File: config.mk
export PLATFORM = sky130hd
export DESIGN_NAME = cache_controller
export DESIGN_NICKNAME = d
export VERILOG_FILES = /design/src/cache_pkg.sv /design/src/cache_controller.sv
export VERILOG_INCLUDE_DIRS = /design/src /design/src/include
export SDC_FILE = /design/constraint.sdc
export NUM_CORES = 1
export LEC_CHECK = 0
export ABC_AREA = 1
export BUFFER_PORTS_ARGS = -buffer_cell sky130_fd_sc_hd__buf_2
export CAP_MARGIN = 5
export CORE_AREA = 8 8 153 155
export CTS_BUF_LIST = sky130_fd_sc_hd__clkbuf_16
export CTS_CLUSTER_SIZE = 8
export DETAILED_ROUTE_END_ITERATION = 6
export DIE_AREA = 0 0 161 163
export HOLD_SLACK_MARGIN = 0.08
export SLEW_MARGIN = 20
export SYNTH_ARGS = -nofsm -noshare
export SYNTH_HDL_FRONTEND = slang
export SYNTH_SLANG_ARGS = --single-unit
File: constraint.sdc
create_clock -name clk -period 1.6 [get_ports clk]
set_input_delay 0.32 -clock clk [delete_from_list [all_inputs] [get_ports clk]]
set_output_delay 0.32 -clock clk [all_outputs]
set_load 0.005 [all_outputs]
File: src/include/cache_settings.svh
`ifndef CACHE_SETTINGS_SVH
`define CACHE_SETTINGS_SVH

// Processor side
`define ADDR_W      16 // Word address seen by the processor
`define WORD_W      16 // One data or instruction word

// Cache geometry, direct mapped, 64 lines of four words
`define TAG_W       8  // Upper address bits kept per line
`define IDX_W       6  // Line select
`define LINE_W      64 // Four words per line

// Backing memory
`define LINE_ADDR_W 14 // Tag and index together
`define MEM_LAT     4  // Held request cycles counted before ready

`endif

File: src/cache_pkg.sv
`include "cache_settings.svh"

package cache_pkg;

	typedef logic [`ADDR_W-1:0]      word_addr_t; // Tag, index, word select
	typedef logic [`LINE_ADDR_W-1:0] line_addr_t; // Tag followed by index
	typedef logic [`TAG_W-1:0]       tag_t;
	typedef logic [`IDX_W-1:0]       idx_t;
	typedef logic [`WORD_W-1:0]      word_t;
	typedef logic [`LINE_W-1:0]      line_t;      // Word 0 in the low bits

	// Miss handling states
	typedef enum logic [1:0] {
		IDLE,       // Serve hits, detect misses
		FETCH_GAP,  // Start the refill read after a write-back
		REFILL,     // Wait for the missing line
		WRITE_BACK  // Store the dirty victim line
	} ctrl_state_t;

	typedef struct packed {
		logic       re;    // Line read
		logic       we;    // Line write
		line_addr_t addr;  // Line address
		line_t      wdata; // Victim line on a write-back
	} mem_req_t;

	typedef struct packed {
		logic  we;    // Store line, tag and valid this edge
		logic  dirty; // New dirty bit of the line
		line_t data;  // New line contents
	} cache_fill_t;

endpackage

File: src/cache_controller.sv
`timescale 1ns/10ps
`include "cache_settings.svh"

module cache_controller import cache_pkg::*; (
	input  logic        clk,
	input  logic        rst_n,
	input  logic        i_dacc,     // Data access request level
	input  logic        i_iacc,     // Instruction fetch request level
	input  logic        i_read,
	input  logic        i_write,
	input  word_addr_t  i_daddr,
	input  word_addr_t  i_iaddr,
	input  word_t       i_wr_data,  // Store word
	input  logic        i_d_hit,
	input  logic        i_i_hit,
	input  logic        i_d_dirty,  // Dirty bit of the indexed data line
	input  tag_t        i_d_tag,    // Tag of the indexed data line
	input  line_t       i_d_line,   // Indexed data line
	input  line_t       i_mem_line, // Read data from memory
	input  logic        i_mem_rdy,
	output mem_req_t    o_mem_req,
	output cache_fill_t o_d_fill,
	output cache_fill_t o_i_fill,
	output logic        o_rdy
);

	ctrl_state_t state;
	ctrl_state_t state_nxt;

	logic       d_miss;      // Data access that is not in the data cache
	logic       i_miss;      // Fetch that is not in the instruction cache
	logic       d_store;     // Data access is a store
	logic [1:0] word_sel;    // Word of the line touched by a store
	idx_t       d_idx;
	line_addr_t d_line_addr; // Line of the data access
	line_addr_t i_line_addr; // Line of the fetch

	// Clear one word of a line and insert the store word
	function automatic line_t merge_word(input line_t line, input logic [1:0] sel,
		input word_t data);
		line_t mask;
		mask = line_t'({`WORD_W{1'b1}}) << (sel * `WORD_W); // Ones over the selected word
		return (line & ~mask) | (line_t'(data) << (sel * `WORD_W));
	endfunction

	assign d_store     = i_dacc & i_write;
	assign d_miss      = i_dacc & (i_read | i_write) & ~i_d_hit;
	assign i_miss      = i_iacc & ~i_i_hit;
	assign word_sel    = i_daddr[1:0];
	assign d_idx       = i_daddr[`IDX_W+1:2];
	assign d_line_addr = i_daddr[`ADDR_W-1:2];
	assign i_line_addr = i_iaddr[`ADDR_W-1:2];

	always_ff @(posedge clk or negedge rst_n) begin
		if (!rst_n) begin
			state <= IDLE;
		end else begin
			state <= state_nxt;
		end
	end

	always_comb begin
		state_nxt = state;
		o_mem_req = '0; // No memory traffic unless a state asks
		o_d_fill  = '0;
		o_i_fill  = '0;
		o_rdy     = 1'b0;

		case (state)
			IDLE: begin
				if (d_miss) begin // Data miss wins over a fetch miss
					state_nxt = i_d_dirty ? WRITE_BACK : REFILL; // Dirty victim goes out first
				end else if (i_miss) begin
					state_nxt = REFILL;
				end else begin // Both sides hit or idle
					o_rdy = 1'b1;
					if (d_store) begin // Store hit updates the line in place
						o_d_fill.we    = 1'b1;
						o_d_fill.dirty = 1'b1;
						o_d_fill.data  = merge_word(i_d_line, word_sel, i_wr_data);
					end
				end
			end

			WRITE_BACK: begin
				o_mem_req.we    = 1'b1;
				o_mem_req.addr  = {i_d_tag, d_idx}; // Victim line address
				o_mem_req.wdata = i_d_line;
				if (i_mem_rdy) begin // Victim stored on this edge
					state_nxt = FETCH_GAP;
				end
			end

			FETCH_GAP: begin
				o_mem_req.re   = 1'b1; // Timer starts a fresh count
				o_mem_req.addr = d_line_addr;
				state_nxt      = REFILL;
			end

			REFILL: begin
				o_mem_req.re   = 1'b1;
				o_mem_req.addr = d_miss ? d_line_addr : i_line_addr; // Data miss served first
				if (i_mem_rdy) begin
					state_nxt = IDLE; // Line hits on the next cycle
					if (d_miss) begin
						o_d_fill.we = 1'b1;
						if (d_store) begin // Write-allocate, merge store into new line
							o_d_fill.dirty = 1'b1;
							o_d_fill.data  = merge_word(i_mem_line, word_sel, i_wr_data);
						end else begin
							o_d_fill.data = i_mem_line;
						end
					end else begin
						o_i_fill.we   = 1'b1; // Instruction lines are never dirty
						o_i_fill.data = i_mem_line;
					end
				end
			end

			default: begin
				state_nxt = IDLE;
			end
		endcase
	end

endmodule

-- After elaboration in Yosys (flattened, before gate mapping)
Cells that the tools add are included.
W data, S select, Z words.
- equality and inequality tests: 6
- shift-type cells: 2
- multiplexer cells: 28
- bitwise logic cells: 12
- reduce and logical (&&, ||, !) cells: 3
- operators with widths (kind ; number):
    $mux W66 ; 5
    $mux W64 ; 5
    $pmux W66 S2 ; 1
    $and A64 B64 Y64 ; 2
    $or A64 B64 Y64 ; 2
    $not A64 Y64 ; 1
    $shl A16 B6 Y64 ; 1
    $shl A16 B6 Y64 const A ; 1
    $pmux W14 S3 ; 1
    $mux W14 ; 1
    $mux W1 ; 10
    $mux W2 ; 4
    $pmux W2 S4 ; 1
    $and A1 B1 Y1 ; 4
    $eq A2 B2 Y1 const B ; 2
    $ne A2 B2 Y1 const B ; 2
    $ne A3 B3 Y1 const B ; 1
    $reduce_and A3 Y1 ; 1
    $eq A2 B1 Y1 const B ; 1
    $logic_not A2 Y1 ; 1
    $not A1 Y1 ; 2
    $reduce_or A2 Y1 ; 1
    $or A1 B1 Y1 ; 1
- bits in registers: 2
- output and inout bits: 213
- logic and storage cells: 52

-- Longest topological paths before layout
Gate-level depths: netlist of run 1.
- depth after elaboration: 8
- gate-level depth with buffers: 9
- depth with buffers taken out: 7

-- Least setup slack after synthesis of run 1
OpenSTA, ideal clock, no wires.
- path type: register -> output
- from: register state[0]
- to: output o_d_fill[28] in the netlist's numbering
- arrival time: 1390 ps
- required time: 1280 ps
- setup slack: -110 ps
- cell stages (with the launch flop): 10
- buffers on the path: 3
- cell sequence: dfrtp_1 inv_1 ha_1 buf_2 nand2_1 nor2_2 buf_4 buf_2 nand2_1 nand2_1
- RTL lines (item ; line ; RTL):
    start: declaration ; cache_controller.sv:27 ; ctrl_state_t state;
    start signal: assignment ; cache_controller.sv:58 ; state <= state_nxt;
    end: declaration ; cache_controller.sv:22 ; output cache_fill_t o_d_fill,

==> results of run 1 <==
==> layout make-up <==
type                            instances  area [um^2]
Inverter                              190          721
Clock buffer                            3         75.1
Sequential cell                         2         50.0
Tap cell                              275          344
Antenna cell                            1         2.50
Multi-Input combinational cell        722         3700
Timing Repair Buffer                  525         3750
Fill cell                            2273        12200
==> through the flow <==
stage / cells / TNS (ns) / setup slack, ns
4_1_cts: 1694 / -58.90 / -0.423
2_1_floorplan: 977 / -3.20 / -0.0540
3_3_place_gp: 1678 / -10.62 / -0.234
3_5_place_dp: 1678 / -13.61 / -0.275
5_1_grt: 1717 / -82.40 / -0.543
6_report: 1718 / -73.51 / -0.484
==> timing repair <==
| item | in CTS | in global routing |
|---|---|---|
| buffers inserted | 7 | 13 |
| pin swaps | 3 | 26 |
| hold buffers | 1 | 0 |
| endpoints found under the hold margin | 2 | 0 |
| gates cloned | 5 | 12 |
| gates resized for setup | 41 | 187 |
| endpoints found under the setup margin | 209 | 212 |
==> power groups by stage <==
stage	registers [uW]	clock network, uW	logic [uW]
final	93.2	379	5020
after global routing	93.0	389	5380
after CTS	91.0	382	3890
after detailed placement	86.6	0	3500
after global placement	85.1	0	3470
after floorplan	88.3	0	1610
==> cells in the final DEF (no fill, tap or decap), types with 7 or more instances in the layout <==
| cell | Yosys | layout |
|---|---|---|
| buf_2 | 28 | 382 |
| nand2_1 | 407 | 360 |
| inv_1 | 183 | 179 |
| nand3_1 | 88 | 86 |
| o21ai_0 | 86 | 78 |
| buf_4 | 8 | 64 |
| nor2_1 | 80 | 33 |
| buf_6 | 5 | 33 |
| nor2_4 | 7 | 30 |
| nand2_2 | 2 | 30 |
| buf_12 | 0 | 27 |
| nor2_2 | 1 | 25 |
| o21ai_1 | 24 | 25 |
| nand2_4 | 4 | 22 |
| clkbuf_16 | 0 | 13 |
| inv_2 | 5 | 8 |
| a21oi_2 | 0 | 8 |
| o21ai_2 | 0 | 7 |
==> critical path, cell delays in order (launching register included) <==
cell     delay, ns
dfrtp_1       0.41
inv_2         0.12
ha_4          0.16
nand3_4       0.08
nor2_4        0.13
buf_12        0.16
buf_12        0.11
buf_16        0.14
nand2_2       0.05
nand2_1       0.06
buf_2         0.12
==> metal layers <==
metal  track usage  share of wire
met3        0.0571           0.10
met5             0        0.00029
met2         0.400           0.48
met1         0.253           0.38
met4        0.0682          0.032
==> kinds of logic (layout without fill, tap and decap cells) <==
kind of cell | count (synthesis) | count (layout) | share of synthesized area
buf+inv | 253 | 718 | 0.250
simple gates | 591 | 591 | 0.576
other cells | 1 | 2 | 0.000886
compound gates | 126 | 126 | 0.150
fa+ha+maj | 4 | 4 | 0.0118
flops | 2 | 2 | 0.0118
==> how the worst min path moves through the flow <==
stage | cells past startpoint | slack [ns] | endpoint | start
floorplan | 0 | 0.02 | state[0]$_DFFE_PN0P_ | rst_n
global placement | 1 | 0.12 | state[1]$_DFFE_PN0P_ | rst_n
detailed placement | 1 | 0.12 | state[0]$_DFFE_PN0P_ | rst_n
CTS | 2 | 0.43 | state[0]$_DFFE_PN0P_ | rst_n
global route | 2 | 0.44 | state[0]$_DFFE_PN0P_ | rst_n
finish | 2 | 0.43 | state[0]$_DFFE_PN0P_ | rst_n
==> run summary, run 1 <==
Share of cells above drive strength 1 = 0.463
Fin. max-slew vios = 0
FF-to-FF Start = state[1]$_DFFE_PN0P_
Cells after synthesis = 977
Status = complete, but fails checks
Via-per-instance ratio = 4.63
Routability cong. = 0.874
Max Root-Sink Buffers = 2
Final min period = 2.08 ns
Global Route Usage Sum = 0.222
PD cells = 635 nW/um^2
Final Util = 0.415
Pre-antenna DRT Iters = 5
Synth Warn # = 0
Prevailing post-synth register cell = dfrtp_1
Setup-failing EPs final = 212
R2R Setup Slk = -0.08 ns
Number of flops mapped to enable cells by yosys = 0
Power, Total = 5490 uW
Post-Syn Area = 4230 um^2
Sw frac = 0.508
Area Overhead vs Synth = 104%
CTS Buf Count = 3
Clk sinks = 2
Crit start category = flip-flop
R2R depth = 8
Clock Power Share = 0.069
FF-to-FF End = state[0]$_DFFE_PN0P_
Via count = 7954
Final Hold Violating Endpoints = 0
Max Clk Rate = 480 MHz
Max VDD drop = 0.998 mV
Post-synth cell types = 27
Clock slew at reported path FFs = 0.03 ns
CP Data Arrival Time = 1.76 ns
Final worst path period share = 1.30
Hold WS = 0.429 ns
DR WL/cell = 20.0 um
Area after DPL = 7150 um^2
Largest regs = state: 2 flops
#FFs+latches synth = 2
Die width = 161 um
Die Ht = 163 um
Max reg flops = 2
Starting Density = 0.203
Area of the die = 26200 um^2
Gr ovfl total = 0
Clk_lat worst skew = 0.22 ns
H-tree levels = 1
HP Class = primary input to asynchronous set/reset pin
Seq/Total Area, Yosys = 0.0118
PnR worst setup slack = -0.484 ns
Failing checks = setup timing
PortBufs = 403
Largest net degree at the start of global routing = 33
LEAKAGE = 0.00571 uW
Core box area = 20800 um^2
Crit-path max FO = 7
Comb pwr share = 0.914
Post-route cell area = 8650 um^2
Drt total wl = 34400 um
Setup crit end kind = primary output
Most numerous cell in the Yosys netlist = nand2_1
DRC = 0
Post-DRT Antenna Nets = 0
Internal Pwr Total = 2700 uW
Yosys top cell by area = nand2_1
RSZ-0062 raised after global routing = yes
Commonest cells in the netlist = 407 x nand2_1, 183 x inv_1, 88 x nand3_1, 86 x o21ai_0, 80 x nor2_1
First-pass GRT wire length = 44900 um
Max Cap Viol = 0
Syn_area_per_cell = 4.33 um^2
Critical path origin = state[1]$_DFFE_PN0P_
Vias in the first global route = 7422
Largest reg by FF count = state
Switching Power = 2790 uW
Critical path class = flip-flop to primary output
Final net count = 1642
Setup crit end = o_d_fill[52]
Clock root buffer = clkbuf_16
Crit path required time = 1.28 ns
Num ports = 407
CTS tree = yes
Final HPWL DP = 25100 um
Post-synth top area share = 0.361
Final Skew = 0.00193 ns
Initial DRC count = 622
Initial antenna violation count = 1
Synth area leaders = nand2_1 36%, inv_1 16%, nand3_1 10%, o21ai_0 10%, nor2_1 7.1%
Reg power frac = 0.017
Num rows = 53
Post-Syn Nets = 1175
Async S/R FF share, synth = 1.00
(Power assumes the default switching activity.)
==> inputs of run 2 (changes only) <==
==> constraint.sdc (replaced) <==
create_clock -name clk -period 1.6 [get_ports clk]
set_input_delay 0.32 -clock clk [delete_from_list [all_inputs] [get_ports clk]]
set_output_delay 0.32 -clock clk [all_outputs]
set_load 0.02 [all_outputs]
==> run summary, run 2 (same netlist as run 1, synthesis figures left out) <==
Status = complete, but fails checks
Failing checks = setup timing
HP Class = primary input to asynchronous set/reset pin
Final min period = 2.06 ns (-0.0227 ns)
Final Hold Violating Endpoints = 0 (unchanged)
Gr ovfl total = 0 (unchanged)
Die Ht = 163 um (unchanged)
Vias in the first global route = 7760 (+4.6%)
RSZ-0062 raised after global routing = yes
Area Overhead vs Synth = 154%
Final worst path period share = 1.29 (-0.0142)
DR WL/cell = 20.8 um (+3.8%)
FF-to-FF End = state[1]$_DFFE_PN0P_
Die width = 161 um (unchanged)
R2R Setup Slk = -0.16 ns (-0.08 ns)
H-tree levels = 1 (unchanged)
Crit start category = flip-flop
First-pass GRT wire length = 45800 um (+2.1%)
Crit-path max FO = 11 (+4)
Max VDD drop = 0.993 mV (-0.41%)
Clk_lat worst skew = 0.23 ns (about the same)
Commonest non-fill, non-tap cell in the layout = nand2_1
Post-DRT Antenna Nets = 0 (unchanged)
Final net count = 1649 (+0.43%)
CTS Buf Count = 3 (unchanged)
Largest reg by FF count = state
Max Root-Sink Buffers = 2 (unchanged)
Num rows = 53 (unchanged)
Max Cap Viol = 0 (unchanged)
Core box area = 20800 um^2 (unchanged)
Largest net degree at the start of global routing = 32 (-3.0%)
Storage cell area = 50.0 um^2 (unchanged)
Max reg flops = 2 (unchanged)
Clock root buffer = clkbuf_16
Drt total wl = 35800 um (+4.2%)
Final HPWL DP = 25300 um (+0.65%)
Clk sinks = 2 (unchanged)
Switching Power = 4190 uW (+50%)
CTS tree = yes
Pre-antenna DRT Iters = 7 (+2)
Largest regs = state: 2 flops
LEAKAGE = 0.00622 uW (+8.8%)
Fin. max-slew vios = 0 (unchanged)
R2R depth = 10 (+2)
Setup crit end kind = primary output
PortBufs = 403 (unchanged)
Comb pwr share = 0.939 (+0.025)
Initial DRC count = 573 (-7.9%)
Sw frac = 0.525 (+0.0176)
Area of the die = 26200 um^2 (unchanged)
Clock slew at reported path FFs = 0.03 ns (about the same)
Final setup TNS = -80.72 ns (-7.20 ns)
FF-to-FF Start = state[1]$_DFFE_PN0P_
Clock Power Share = 0.049 (-0.020)
Crit path required time = 1.28 ns (about the same)
CP Data Arrival Time = 1.74 ns (-0.02 ns)
DRC = 0 (unchanged)
Critical path class = flip-flop to primary output
PD cells = 742 nW/um^2 (+17%)
Multi-input gate area = 4610 um^2 (+25%)
Routability cong. = 0.878 (+0.51%)
Starting Density = 0.203 (unchanged)
Internal Pwr Total = 3790 uW (+40%)
Final Skew = 0.00347 ns (+0.00154 ns)
Reg power frac = 0.012 (-0.005)
Via-per-instance ratio = 4.77 (+2.9%)
Global Route Usage Sum = 0.224 (+0.00148)
PnR worst setup slack = -0.461 ns (+0.0227 ns)
Initial antenna violation count = 2 (+1)
# fillers = 1929 (-15%)
Share of cells above drive strength 1 = 0.617 (+0.154)
Final Util = 0.517 (+0.101)
Via count = 8220 (+3.3%)
Max Clk Rate = 485 MHz (+1.1%)
Num ports = 407 (unchanged)
Setup-failing EPs final = 213 (+0.47%)
Most frequent cells in the layout = 228 x nand2_1, 207 x buf_6, 196 x buf_2
[run 2: worst max-delay path, cell delays in order, from the launching register on]
cell and delay, ns:
dfrtp_1 0.42, buf_6 0.14, ha_4 0.16, buf_6 0.13
nand3_4 0.10, buf_12 0.18, buf_16 0.19, nor2_4 0.05
buf_6 0.13
[run 2: worst max path at each step]
stage | to | cells after the start | start | slack, ns
2_1_floorplan | o_d_fill[0] | 8 | state[0]$_DFFE_PN0P_ | -0.12
3_3_place_gp | o_d_fill[31] | 10 | i_write | -0.24
3_5_place_dp | o_d_fill[31] | 10 | i_write | -0.27
4_1_cts | o_d_fill[20] | 9 | state[0]$_DFFE_PN0P_ | -0.43
5_1_grt | o_d_fill[50] | 9 | state[0]$_DFFE_PN0P_ | -0.50
6_report | o_i_fill[22] | 8 | state[1]$_DFFE_PN0P_ | -0.46
[run 2: final cells by class]
class / count / area share
antenna: 1 / 0.000233
clock buffer: 3 / 0.00698
inverter: 190 / 0.0668
multi-input combinational: 722 / 0.429
sequential: 2 / 0.00465
tap: 275 / 0.0320
timing repair buffer: 532 / 0.461
[run 2: power by group through the flow]
stage | logic (uW) | clock network, uW | registers [uW]
3_5_place_dp | 4990 | 0 | 86.6
6_report | 7490 | 388 | 98.6
5_1_grt | 7860 | 392 | 97.7
3_3_place_gp | 4940 | 0 | 85.5
2_1_floorplan | 3020 | 0 | 88.3
4_1_cts | 6010 | 394 | 93.6
[run 2: stage by stage]
stage	cells	power [uW]	setup slack (ns)	area [um^2]	hold slack, ns
CTS	1702	6490	-0.433	8820	0.408
detailed placement	1684	5070	-0.270	7850	0.107
global placement	1684	5030	-0.239	7850	0.105
floorplan	977	3100	-0.119	4970	0.0244
finish	1725	7980	-0.461	10800	0.420
global route	1724	8350	-0.497	10800	0.430
[run 2: repair_timing]
| action | in CTS | in global routing |
|---|---|---|
| resized for setup | 231 | 523 |
| cloned | 3 | 17 |
| hold buffers | 1 | 0 |
| setup buffers | 11 | 8 |
| pin swaps | 15 | 61 |
| setup endpoints to repair | 211 | 213 |
| hold endpoints to repair | 2 | 0 |
[run 2: routing by layer]
metal  vias up  routed length [um]  GRT usage
li1       3873                   -          -
met4         2                1380     0.0657
met1      3747               13400      0.255
met5         -                  10          0
met3        90                3430     0.0622
met2       508               17600      0.400
==> inputs of run 3 (changes only) <==
Settings changed: PLACE_DENSITY set to 0.63.
==> run summary, run 3 (same netlist as run 1, synthesis figures left out) <==
CTS Buf Count = 3 (unchanged)
Clock root buffer = clkbuf_16
Final non-filler cell total = 1699 (-1.5%)
Multi-input gate area = 4010 um^2 (-13%)
Met2 Resource Use GR = 0.405 (+0.00401)
Critical path class = flip-flop to primary output
Internal Pwr Total = 3140 uW (-17%)
Routability cong. = 0.907 (+3.2%)
PnR worst setup slack = -0.467 ns (-0.00559 ns)
DRC = 0 (unchanged)
Global Route Usage Sum = 0.224 (-0.000278)
Final Hold Violating Endpoints = 0 (unchanged)
HP Class = primary input to asynchronous set/reset pin
CTS tree = yes
Max Root-Sink Buffers = 2 (unchanged)
R2R depth = 8 (-2)
Num ports = 407 (unchanged)
Gr ovfl total = 0 (unchanged)
Power, Total = 6860 uW (-14%)
Comb pwr share = 0.931 (-0.008)
Starting Density = 0.203 (unchanged)
Largest reg by FF count = state
RSZ-0062 raised after global routing = yes
Setup-failing EPs final = 211 (-0.94%)
Dpl cells = 1665 (-1.1%)
Met3 Track Usage GR = 0.0488 (-0.0134)
CP Data Arrival Time = 1.75 ns (about the same)
Final net count = 1622 (-1.6%)
Via-per-instance ratio = 4.68 (-1.8%)
First-pass GRT wire length = 46000 um (+0.36%)
# fillers = 2166 (+12%)
Failing checks = setup timing
Global routing's busiest layer = met2
H-tree levels = 1 (unchanged)
Die width = 161 um (unchanged)
Drt total wl = 33800 um (-5.7%)
Final min period = 2.07 ns (+0.00559 ns)
Via count = 7949 (-3.3%)
Area Overhead vs Synth = 122%
Die Ht = 163 um (unchanged)
Crit-path max FO = 7 (-4)
PD cells = 731 nW/um^2 (-1.4%)
Final worst path period share = 1.29 (+0.00350)
Share of cells above drive strength 1 = 0.526 (-0.0910)
Fin. max-slew vios = 0 (unchanged)
Pre-antenna DRT Iters = 5 (-2)
Commonest non-fill, non-tap cell in the layout = nand2_1
Final Skew = 0.000627 ns (-0.00285 ns)
Reg power frac = 0.013 (about the same)
Largest regs = state: 2 flops
Setup crit end kind = primary output
Clk_lat worst skew = 0.22 ns (about the same)
Post-DRT Antenna Nets = 0 (unchanged)
Final HPWL DP = 25300 um (+0.17%)
R2R Setup Slk = 0.03 ns (+0.19 ns)
Clk sinks = 2 (unchanged)
Most frequent cells in the layout = 284 x nand2_1, 241 x buf_2, 178 x inv_1
Num rows = 53 (unchanged)
Met1 usage = 0.262 (+0.00711)
Vias in the first global route = 7563 (-2.5%)
Area of the die = 26200 um^2 (unchanged)
Crit start category = flip-flop
Status = complete, but fails checks
Clock Power Share = 0.055 (+0.006)
Crit path required time = 1.28 ns (about the same)
LEAKAGE = 0.00553 uW (-11%)
DR WL/cell = 19.9 um (-4.2%)
Largest net degree at the start of global routing = 36 (+13%)
Sw frac = 0.542 (+0.0170)
Core box area = 20800 um^2 (unchanged)
Initial DRC count = 639 (+12%)
Storage cell area = 50.0 um^2 (unchanged)
Max Cap Viol = 0 (unchanged)
PortBufs = 403 (unchanged)
Switching Power = 3720 uW (-11%)
Max reg flops = 2 (unchanged)
Initial antenna violation count = 5 (+3)
Clock slew at reported path FFs = 0.03 ns (about the same)
Max Clk Rate = 484 MHz (-0.27%)
Max VDD drop = 0.799 mV (-20%)
## run 3: cell count changes in the layout (fill, tap and decap cells not counted), sizes merged
cell / delta
clkbuf: -4
buf: -24
inv: -1
diode: +1
clkinvlp: +2
## run 3: layer usage
layer / wire length [um] / share of wire / vias to the layer above
li1: - / - / 3816
met1: 13500 / 0.40 / 3637
met2: 16700 / 0.50 / 443
met3: 2870 / 0.085 / 47
met4: 656 / 0.019 / 6
met5: 38 / 0.0011 / -
## run 3: worst paths after layout
path                                        end                 start
setup / recovery                   o_d_fill[15]  state[1]$_DFFE_PN0P_
hold / removal             state[0]$_DFFE_PN0P_                 rst_n
setup reg to reg           state[0]$_DFFE_PN0P_  state[1]$_DFFE_PN0P_
hold reg to reg            state[1]$_DFFE_PN0P_  state[1]$_DFFE_PN0P_
max in group asynchronous  state[1]$_DFFE_PN0P_                 rst_n
min in group clk           state[0]$_DFFE_PN0P_             i_d_dirty
## run 3: critical path, cell delays in order, from the launching register on
cell       delay [ns]
dfrtp_1          0.40
inv_2            0.11
ha_4             0.16
nand3_4          0.08
nor2_4           0.21
buf_12           0.17
clkbuf_16        0.16
nand2_2          0.05
nand2_2          0.06
buf_6            0.12
## run 3: cell type report
type,count,area share
timing repair inverter,1,0.000800
timing repair buffer,504,0.445
multi-input combinational,722,0.427
clock buffer,3,0.00800
antenna,2,0.000533
inverter,190,0.0766
tap,275,0.0367
sequential,2,0.00533
## run 3: through the flow
step / TNS, ns / setup WS [ns] / hold slack, ns / area (um^2) / util
after CTS: -71.12 / -0.417 / 0.420 / 8500 / 0.408
after global placement: -26.04 / -0.275 / 0.106 / 7710 / 0.370
after detailed placement: -25.61 / -0.277 / 0.107 / 7710 / 0.370
after global routing: -92.56 / -0.520 / 0.438 / 9380 / 0.451
after floorplan: -11.54 / -0.119 / 0.0244 / 4970 / -
final: -84.13 / -0.467 / 0.425 / 9390 / 0.451
## run 3: what timing repair did
action | in CTS | in global routing
endpoints found under the hold margin | 2 | 0
pin swaps | 7 | 28
gates cloned | 4 | 13
buffers inserted | 4 | 8
hold buffers | 1 | 0
endpoints found under the setup margin | 213 | 213
resized for setup | 199 | 194
## run 3: power groups by stage
stage | Clock [uW] | Sequential (uW) | Combinational [uW]
after floorplan | 0 | 88.3 | 3020
final | 380 | 90.9 | 6390
after detailed placement | 0 | 88.3 | 4850
after global routing | 387 | 91.4 | 6750
after CTS | 384 | 89.7 | 5660
after global placement | 0 | 87.5 | 4820
